==> config.mk <==
export PLATFORM = sky130hd
export DESIGN_NAME = core_front_top
export DESIGN_NICKNAME = d
export VERILOG_FILES = /design/src/core_cfg_pkg.sv /design/src/bridge_config_regs.sv /design/src/control_panel_mapper.sv /design/src/core_front_top.sv /design/src/core_reset_timer.sv
export SDC_FILE = /design/constraint.sdc
export NUM_CORES = 1
export LEC_CHECK = 0
export BUFFER_PORTS_ARGS = -buffer_cell sky130_fd_sc_hd__buf_2
export CORE_MARGIN = 2
export CORE_UTILIZATION = 55
export DETAILED_ROUTE_END_ITERATION = 16
export PLACE_DENSITY = 0.86
export SYNTH_ARGS = -nofsm -noshare
export SYNTH_HDL_FRONTEND = slang
export SYNTH_SLANG_ARGS = --single-unit
==> constraint.sdc <==
create_clock -name clk_74a -period 6.5 [get_ports clk_74a]
set_input_delay 0.325 -clock clk_74a [delete_from_list [all_inputs] [get_ports clk_74a]]
set_output_delay 0.325 -clock clk_74a [all_outputs]
set_load 0.005 [all_outputs]
==> src/core_cfg_pkg.sv <==
// shared definitions for the core configuration front end
// bridge register map, command region and reset stretch default
// bridge access struct, dip word union, pad key and control panel types

package core_cfg_pkg;

    //////////////////////////////////////////////////
    // bridge register map
    //////////////////////////////////////////////////

    // one 32-bit word at each address
    localparam logic [31:0] addr_reset     = 32'hF000_0000;
    localparam logic [31:0] addr_dip       = 32'hF100_0000;
    localparam logic [31:0] addr_mode      = 32'hF200_0000;
    localparam logic [31:0] addr_scanlines = 32'hF300_0000;

    // top address byte of the host command handler space
    localparam logic [7:0] cmd_region = 8'hF8;

    // core reset stretch, in clk_74a cycles
    localparam logic [31:0] default_reset_hold = 32'd8000;

    //////////////////////////////////////////////////
    // bridge access
    //////////////////////////////////////////////////

    // one bridge access as seen in a single cycle
    typedef struct packed {
        logic        rd;
        logic        wr;
        logic [31:0] addr;
        logic [31:0] wr_data;
    } bridge_req_t;

    //////////////////////////////////////////////////
    // dip switch word
    //////////////////////////////////////////////////

    // dsw0 sits in the low byte
    typedef struct packed {
        logic [7:0] spare;
        logic [7:0] dsw2;
        logic [7:0] dsw1;
        logic [7:0] dsw0;
    } dip_fields_t;

    // raw view for readback, field view for the core
    typedef union packed {
        logic [31:0] raw;
        dip_fields_t sw;
    } dip_word_u;

    //////////////////////////////////////////////////
    // controller input and core control panel
    //////////////////////////////////////////////////

    // pad key word, bit 0 is dpad up
    typedef struct packed {
        logic [2:0]  pad_type;
        logic [12:0] unused;
        logic        start;
        logic        select;
        logic        click_r;
        logic        click_l;
        logic        trig_r2;
        logic        trig_l2;
        logic        trig_r1;
        logic        trig_l1;
        logic        face_y;
        logic        face_x;
        logic        face_b;
        logic        face_a;
        logic        dpad_right;
        logic        dpad_left;
        logic        dpad_down;
        logic        dpad_up;
    } pad_key_t;

    // active-low at the core, coin is the MSB
    typedef struct packed {
        logic coin;
        logic start2;
        logic start1;
        logic shoot2;
        logic shoot;
        logic up;
        logic down;
        logic left;
        logic right;
    } panel_t;

endpackage

==> src/bridge_config_regs.sv <==
// bridge write decode and configuration registers
// reset request pulse for reset and dip writes
// read buffer and bridge read multiplexer

`timescale 1ns/100ps

module bridge_config_regs (
    input  logic                        clk_74a,
    input  logic                        temp_reset,
    input  core_cfg_pkg::bridge_req_t   bridge,
    input  logic [31:0]                 cmd_rd_data,
    input  logic                        core_reset,
    output logic [31:0]                 rd_data,
    output core_cfg_pkg::dip_word_u     dip,
    output logic [7:0]                  core_mode,
    output logic [3:0]                  scanline_level,
    output logic                        core_reset_req
);

    import core_cfg_pkg::*;

    logic [31:0] mode_word;
    logic [31:0] scnl_word;
    logic [31:0] read_buf;

    logic        wr_reset;
    logic        wr_dip;
    logic        wr_mode;
    logic        wr_scnl;
    logic        in_cmd_region;

    //////////////////////////////////////////////////
    // write decode
    //////////////////////////////////////////////////

    assign wr_reset = bridge.wr && (bridge.addr == addr_reset);
    assign wr_dip   = bridge.wr && (bridge.addr == addr_dip);
    assign wr_mode  = bridge.wr && (bridge.addr == addr_mode);
    assign wr_scnl  = bridge.wr && (bridge.addr == addr_scanlines);

    // configuration words, full 32 bits kept for readback
    always_ff @(posedge clk_74a) begin
        if (temp_reset) begin
            dip.raw   <= '0;
            mode_word <= '0;
            scnl_word <= '0;
        end else begin
            if (wr_dip) begin
                dip.raw <= bridge.wr_data;
            end
            if (wr_mode) begin
                mode_word <= bridge.wr_data;
            end
            if (wr_scnl) begin
                scnl_word <= bridge.wr_data;
            end
        end
    end

    // request pulse to the reset timer
    always_ff @(posedge clk_74a) begin
        if (temp_reset) begin
            core_reset_req <= 1'b0;
        end else begin
            core_reset_req <= wr_reset || wr_dip;
        end
    end

    assign core_mode      = mode_word[7:0];
    assign scanline_level = scnl_word[3:0];

    //////////////////////////////////////////////////
    // read side
    //////////////////////////////////////////////////

    // latched on the read strobe, held until the next read
    always_ff @(posedge clk_74a) begin
        if (temp_reset) begin
            read_buf <= '0;
        end else if (bridge.rd) begin
            case (bridge.addr)
                addr_reset:     read_buf <= {31'd0, core_reset};
                addr_dip:       read_buf <= dip.raw;
                addr_mode:      read_buf <= mode_word;
                addr_scanlines: read_buf <= scnl_word;
                default:        read_buf <= read_buf;
            endcase
        end
    end

    assign in_cmd_region = (bridge.addr[31:24] == cmd_region);

    // command space passes straight through, unmapped reads zero
    always_comb begin
        if (in_cmd_region) begin
            rd_data = cmd_rd_data;
        end else begin
            case (bridge.addr)
                addr_reset,
                addr_dip,
                addr_mode,
                addr_scanlines: rd_data = read_buf;
                default:        rd_data = 32'd0;
            endcase
        end
    end

    //////////////////////////////////////////////////
    // checks
    //////////////////////////////////////////////////

    // request stays a single-cycle pulse
    req_single_pulse: assert property (
        @(posedge clk_74a) disable iff (temp_reset)
        core_reset_req |=> !core_reset_req
    ) else $error("core_reset_req high for two cycles");

endmodule

==> src/control_panel_mapper.sv <==
// controller mapper for pads 1 and 2
// per-pad decode, player merge and registered active-low panel

`timescale 1ns/100ps

module control_panel_mapper (
    input  logic                     clk_74a,
    input  logic                     temp_reset,
    input  core_cfg_pkg::pad_key_t   cont1_key,
    input  core_cfg_pkg::pad_key_t   cont2_key,
    output core_cfg_pkg::panel_t     control_panel
);

    import core_cfg_pkg::*;

    panel_t p1_panel;
    panel_t p2_panel;
    panel_t merged;

    //////////////////////////////////////////////////
    // pad decode
    //////////////////////////////////////////////////

    // active-high panel bits for one pad
    // second selects which start button the pad owns
    function automatic panel_t map_pad(input pad_key_t key, input logic second);
        panel_t p;
        p        = '0;
        p.coin   = key.select;
        p.start1 = key.start & ~second;
        p.start2 = key.start & second;
        // b fires, y is the second button
        p.shoot  = key.face_b;
        p.shoot2 = key.face_y;
        p.up     = key.dpad_up;
        p.down   = key.dpad_down;
        p.left   = key.dpad_left;
        p.right  = key.dpad_right;
        return p;
    endfunction

    assign p1_panel = map_pad(cont1_key, 1'b0);
    assign p2_panel = map_pad(cont2_key, 1'b1);

    // either player can coin, move or fire
    // starts stay apart since each pad drives only its own
    assign merged = p1_panel | p2_panel;

    //////////////////////////////////////////////////
    // output register
    //////////////////////////////////////////////////

    // all ones means nothing pressed
    always_ff @(posedge clk_74a) begin
        if (temp_reset) begin
            control_panel <= '1;
        end else begin
            control_panel <= ~merged;
        end
    end

    //////////////////////////////////////////////////
    // checks
    //////////////////////////////////////////////////

    // core must never see a floating control line
    panel_known: assert property (
        @(posedge clk_74a) disable iff (temp_reset)
        !$isunknown(control_panel)
    ) else $error("control_panel unknown after reset");

endmodule

==> src/core_front_top.sv <==
// configuration and control front end of the arcade core wrapper
// bridge registers, core reset stretcher and control panel mapper

`timescale 1ns/100ps

module core_front_top #(
    parameter logic [31:0] RESET_HOLD_CYCLES = core_cfg_pkg::default_reset_hold
) (
    input  logic                      clk_74a,
    input  logic                      temp_reset,

    // bridge bus, synchronous to clk_74a
    input  logic [31:0]               bridge_addr,
    input  logic                      bridge_rd,
    input  logic                      bridge_wr,
    input  logic [31:0]               bridge_wr_data,
    output logic [31:0]               bridge_rd_data,

    // from the host command handler
    input  logic [31:0]               bridge_cmd_rd_data,
    input  logic                      host_reset_n,

    // pads 1 and 2
    input  core_cfg_pkg::pad_key_t    cont1_key,
    input  core_cfg_pkg::pad_key_t    cont2_key,

    // towards the emulated core
    output logic                      core_reset,
    output core_cfg_pkg::dip_word_u   dip,
    output logic [7:0]                core_mode,
    output logic [3:0]                scanline_level,
    output core_cfg_pkg::panel_t      control_panel
);

    import core_cfg_pkg::*;

    bridge_req_t bridge_req;
    logic        core_reset_req;

    // one bridge access per cycle
    assign bridge_req = '{
        rd:      bridge_rd,
        wr:      bridge_wr,
        addr:    bridge_addr,
        wr_data: bridge_wr_data
    };

    //////////////////////////////////////////////////
    // bridge registers
    //////////////////////////////////////////////////

    bridge_config_regs u_regs (
        .clk_74a        (clk_74a),
        .temp_reset     (temp_reset),
        .bridge         (bridge_req),
        .cmd_rd_data    (bridge_cmd_rd_data),
        .core_reset     (core_reset),
        .rd_data        (bridge_rd_data),
        .dip            (dip),
        .core_mode      (core_mode),
        .scanline_level (scanline_level),
        .core_reset_req (core_reset_req)
    );

    //////////////////////////////////////////////////
    // core reset
    //////////////////////////////////////////////////

    core_reset_timer #(
        .RESET_HOLD_CYCLES (RESET_HOLD_CYCLES)
    ) u_reset_timer (
        .clk_74a        (clk_74a),
        .temp_reset     (temp_reset),
        .core_reset_req (core_reset_req),
        .host_reset_n   (host_reset_n),
        .core_reset     (core_reset)
    );

    //////////////////////////////////////////////////
    // controls
    //////////////////////////////////////////////////

    control_panel_mapper u_panel (
        .clk_74a       (clk_74a),
        .temp_reset    (temp_reset),
        .cont1_key     (cont1_key),
        .cont2_key     (cont2_key),
        .control_panel (control_panel)
    );

endmodule

==> src/core_reset_timer.sv <==
// core reset stretcher
// down counter loaded on system reset or a bridge request
// host reset from the command handler is merged in

`timescale 1ns/100ps

module core_reset_timer #(
    parameter logic [31:0] RESET_HOLD_CYCLES = core_cfg_pkg::default_reset_hold
) (
    input  logic clk_74a,
    input  logic temp_reset,
    input  logic core_reset_req,
    input  logic host_reset_n,
    output logic core_reset
);

    logic [31:0] hold_cnt;
    logic        hold_active;

    // loaded value plus the final zero cycle gives HOLD+1 cycles high
    always_ff @(posedge clk_74a) begin
        if (temp_reset || core_reset_req) begin
            hold_cnt    <= RESET_HOLD_CYCLES;
            hold_active <= 1'b1;
        end else if (hold_cnt == 32'd0) begin
            hold_active <= 1'b0;
        end else begin
            hold_cnt    <= hold_cnt - 32'd1;
            hold_active <= 1'b1;
        end
    end

    // host reset acts at once, no stretch
    assign core_reset = hold_active | ~host_reset_n;

    //////////////////////////////////////////////////
    // checks
    //////////////////////////////////////////////////

    // counter only ever counts down from the load value
    cnt_in_range: assert property (
        @(posedge clk_74a) disable iff (temp_reset)
        hold_cnt <= RESET_HOLD_CYCLES
    ) else $error("reset hold counter above RESET_HOLD_CYCLES");

endmodule

==> reports/metrics.csv <==
metric;value;unit
count of pins over their slew limit;0;
Final ANT Viol Nets;0;
Synth area leaders;dfxtp_1 (46%), mux2i_1 (13%), nor2_1 (5.9%);
Worst R2R Path Depth;7;
Seq/Total Area, Yosys;45.7;%
first-pass GRT wire length;30200;um
share of the synthesized area in the top cell type;45.7;%
Final WS setup;3670;ps
CTS Buf Count;17;
Routed WL;19100;um
initial antenna violation count;0;
post-synthesis cell area;7500;um^2
proportion of layout cells with a drive suffix above 1;31.7;%
Reg power frac;48.3;%
syn_area_per_cell;9.83;um^2
Peak Freq;354;MHz
Finished Layout Cells;1110;
vias in the first global route;6091;
All-Layer GR Usage;26.1;%
Clk Latency, worst-skew pair;430;ps
total core area;13300;um^2
actual slew at the worst max-slew pin;1120;ps
CP Launch Type;input pin;
CTS tree;yes;
CP Class;input pin to output port;
Power per Cell Area;245;nW/um^2
Clk pin slew, worst setup/hold paths;60;ps
post-DP HPWL;12200;um
Cells after Synth;763;
Clock Power Share;45.7;%
Critical Path AT;2500;ps
Final Skew;9.27;ps
die height;121;um
initial DRC count;346;
CTS H-tree lvls;4;
Post-CTS Hold Buffers;0;
pre-CTS WS;3400;ps
Synthesized Nets;929;
total number of vias;6500;
Yosys top cell by area;dfxtp_1;
Hold Vio Cnt, Final;0;
register area;3420;um^2
Worst setup EP type;output port;
Slew HR;25.0;%
top cells by count, synth;dfxtp_1 (171), nor2_1 (118), mux2i_1 (98);
remaining global-route overflow;0;
DR WL/cell;17.2;um
Clock Tree Root;clkbuf_16;
Die X;121;um
GP Congestion;0.889;
clock sinks;171;
Hold Path Class;input pin to flip-flop;
pin count of the biggest net entering global routing;77;
Starting Density;56.4;%
WP data required;6170;ps
Reg-to-Reg Start;u_reset_timer.hold_cnt[0]$_SDFFE_PP0P_;
die area;14600;um^2
Area growth, synth to finish;20.8;%
Syn. warnings;0;
Setup Viol. Count Final;0;
Fin Setup TNS;0;ps
outcome;finished clean;
FILL cells;1039;
post-route clock period utilization;43.5;%
hold_sp;cont1_key[7];
Hold Path Sink;u_panel.control_panel[5]$_SDFF_PP1_;
Pre-antenna DRT Iters;5;
post-synth cell types;56;
combinational power share;5.9;%
maximum VDD drop;189;uV
Leak;4.18;nW
CTS resizes;0;
flop2flop setup slack;3910;ps
RSZ-0062 raised after global routing;false;
via density per instance;5.86;
Post-synth top flop;dfxtp_1;
worst r2r dst;u_reset_timer.hold_cnt[29]$_SDFFE_PP0P_;
Layout Utilization;68.1;%
number of flops mapped to enable cells by yosys;0;
Synth Register Bits;171;
area taken by multi-input logic gates;3750;um^2
Cell Rows;42;
Buffers on Ports;202;
P_sw;0.000484;W
IO Count;251;
critical path peak fanout;23;
Nets;1087;
most frequent cell after synthesis;dfxtp_1;
sw frac;21.8;%
Design Power;0.00222;W
WHS Path Cells;2;
setup bufs post-CTS;0;
fin crit period;2830;ps
Max Cap Viol;0;
CTS Buffer Depth;2;
Pint;0.00173;W
drt drc;0;
Post-synth ARST share;0;%
DP Cell Count;1078;
[state kept, by name, indices dropped and copies added (netlist names)]
register	cells
u_panel.control_panel	9
u_regs.scnl_word	32
u_reset_timer.hold_active	1
u_reset_timer.hold_cnt	32
u_regs.core_reset_req	1
u_regs.dip	32
u_regs.read_buf	32
u_regs.mode_word	32
[final cells by class]
type	count	share of cell area [%]
clock buffers	23	5.17
flip-flops and latches	171	37.8
inverters	3	0.124
clock inverters	8	1.30
diodes	1	0.0276
multi-input cells	519	41.4
repair buffers	209	11.8
well taps	176	2.43
[power by group through the flow]
| stage | Clock [W] | Sequential, W | Combinational [W] |
|---|---|---|---|
| 6_report | 0.00101 | 0.00107 | 0.000131 |
| 3_5_place_dp | 0 | 0.00109 | 0.000129 |
| 3_3_place_gp | 0 | 0.00109 | 0.000127 |
| 4_1_cts | 0.00102 | 0.00107 | 0.000130 |
| 2_1_floorplan | 0 | 0.00109 | 0.0000703 |
| 5_1_grt | 0.00107 | 0.00107 | 0.000143 |
[worst max-delay path by stage]
stage,from,endpoint,slack [ps],cells after the start
floorplan,u_reset_timer.hold_cnt[0]$_SDFFE_PP0P_,u_reset_timer.hold_cnt[2]$_SDFFE_PP0P_,4340,9
global placement,bridge_addr[25],u_regs.mode_word[3]$_SDFFE_PP0P_,3490,6
detailed placement,bridge_addr[25],u_regs.mode_word[17]$_SDFFE_PP0P_,3400,6
CTS,bridge_addr[4],bridge_rd_data[7],3690,7
global route,bridge_addr[4],bridge_rd_data[31],3580,7
finish,bridge_addr[4],bridge_rd_data[7],3670,7
[routing by layer]
layer / up-vias / global-route usage [%] / wire length, um
met5: - / 0 / 0
li1: 3097 / - / -
met2: 242 / 44.9 / 9470
met1: 3122 / 31.4 / 7910
met4: 0 / 10.3 / 516
met3: 39 / 6.13 / 1240
[layout by cell type, fill, tap and decap left out, types with 4 or more instances in the layout]
cell,count
o21bai_1,7
a21oi_1,15
buf_2,201
or2_2,5
or4_1,5
nand4_1,7
or3_1,13
xor2_1,4
a22oi_1,31
nand3_1,9
nand2_1,18
mux2i_1,98
a22o_1,32
dfxtp_1,171
clkinv_2,4
nand2b_1,4
nor3_1,8
nor2_1,117
clkbuf_1,4
o21ai_0,15
and3_1,4
buf_4,8
o2bb2ai_1,31
clkbuf_16,17
mux2_2,31
nor4_1,16
[cell families after synthesis]
logic type / share of synthesized area, %
fa+ha+maj: 0.167
compound gates: 14.9
simple gates: 15.7
flops: 45.7
xor+xnor: 0.818
buf+inv: 4.71
mux: 18.0
[worst max-delay path: stages]
cell	delay (ps)
buf_2	100
nor4_1	280
nand4_1	380
nor3_4	720
buf_4	410
a22o_1	170
buf_2	100
[stage by stage]
step	hold slack [ps]	cell area (um^2)
after detailed placement	449	8470
after CTS	64.6	9050
final	68.0	9060
after global placement	448	8470
after global routing	66.2	9050
after floorplan	399	7500
Note: power is estimated with default switching activity, not from simulation.
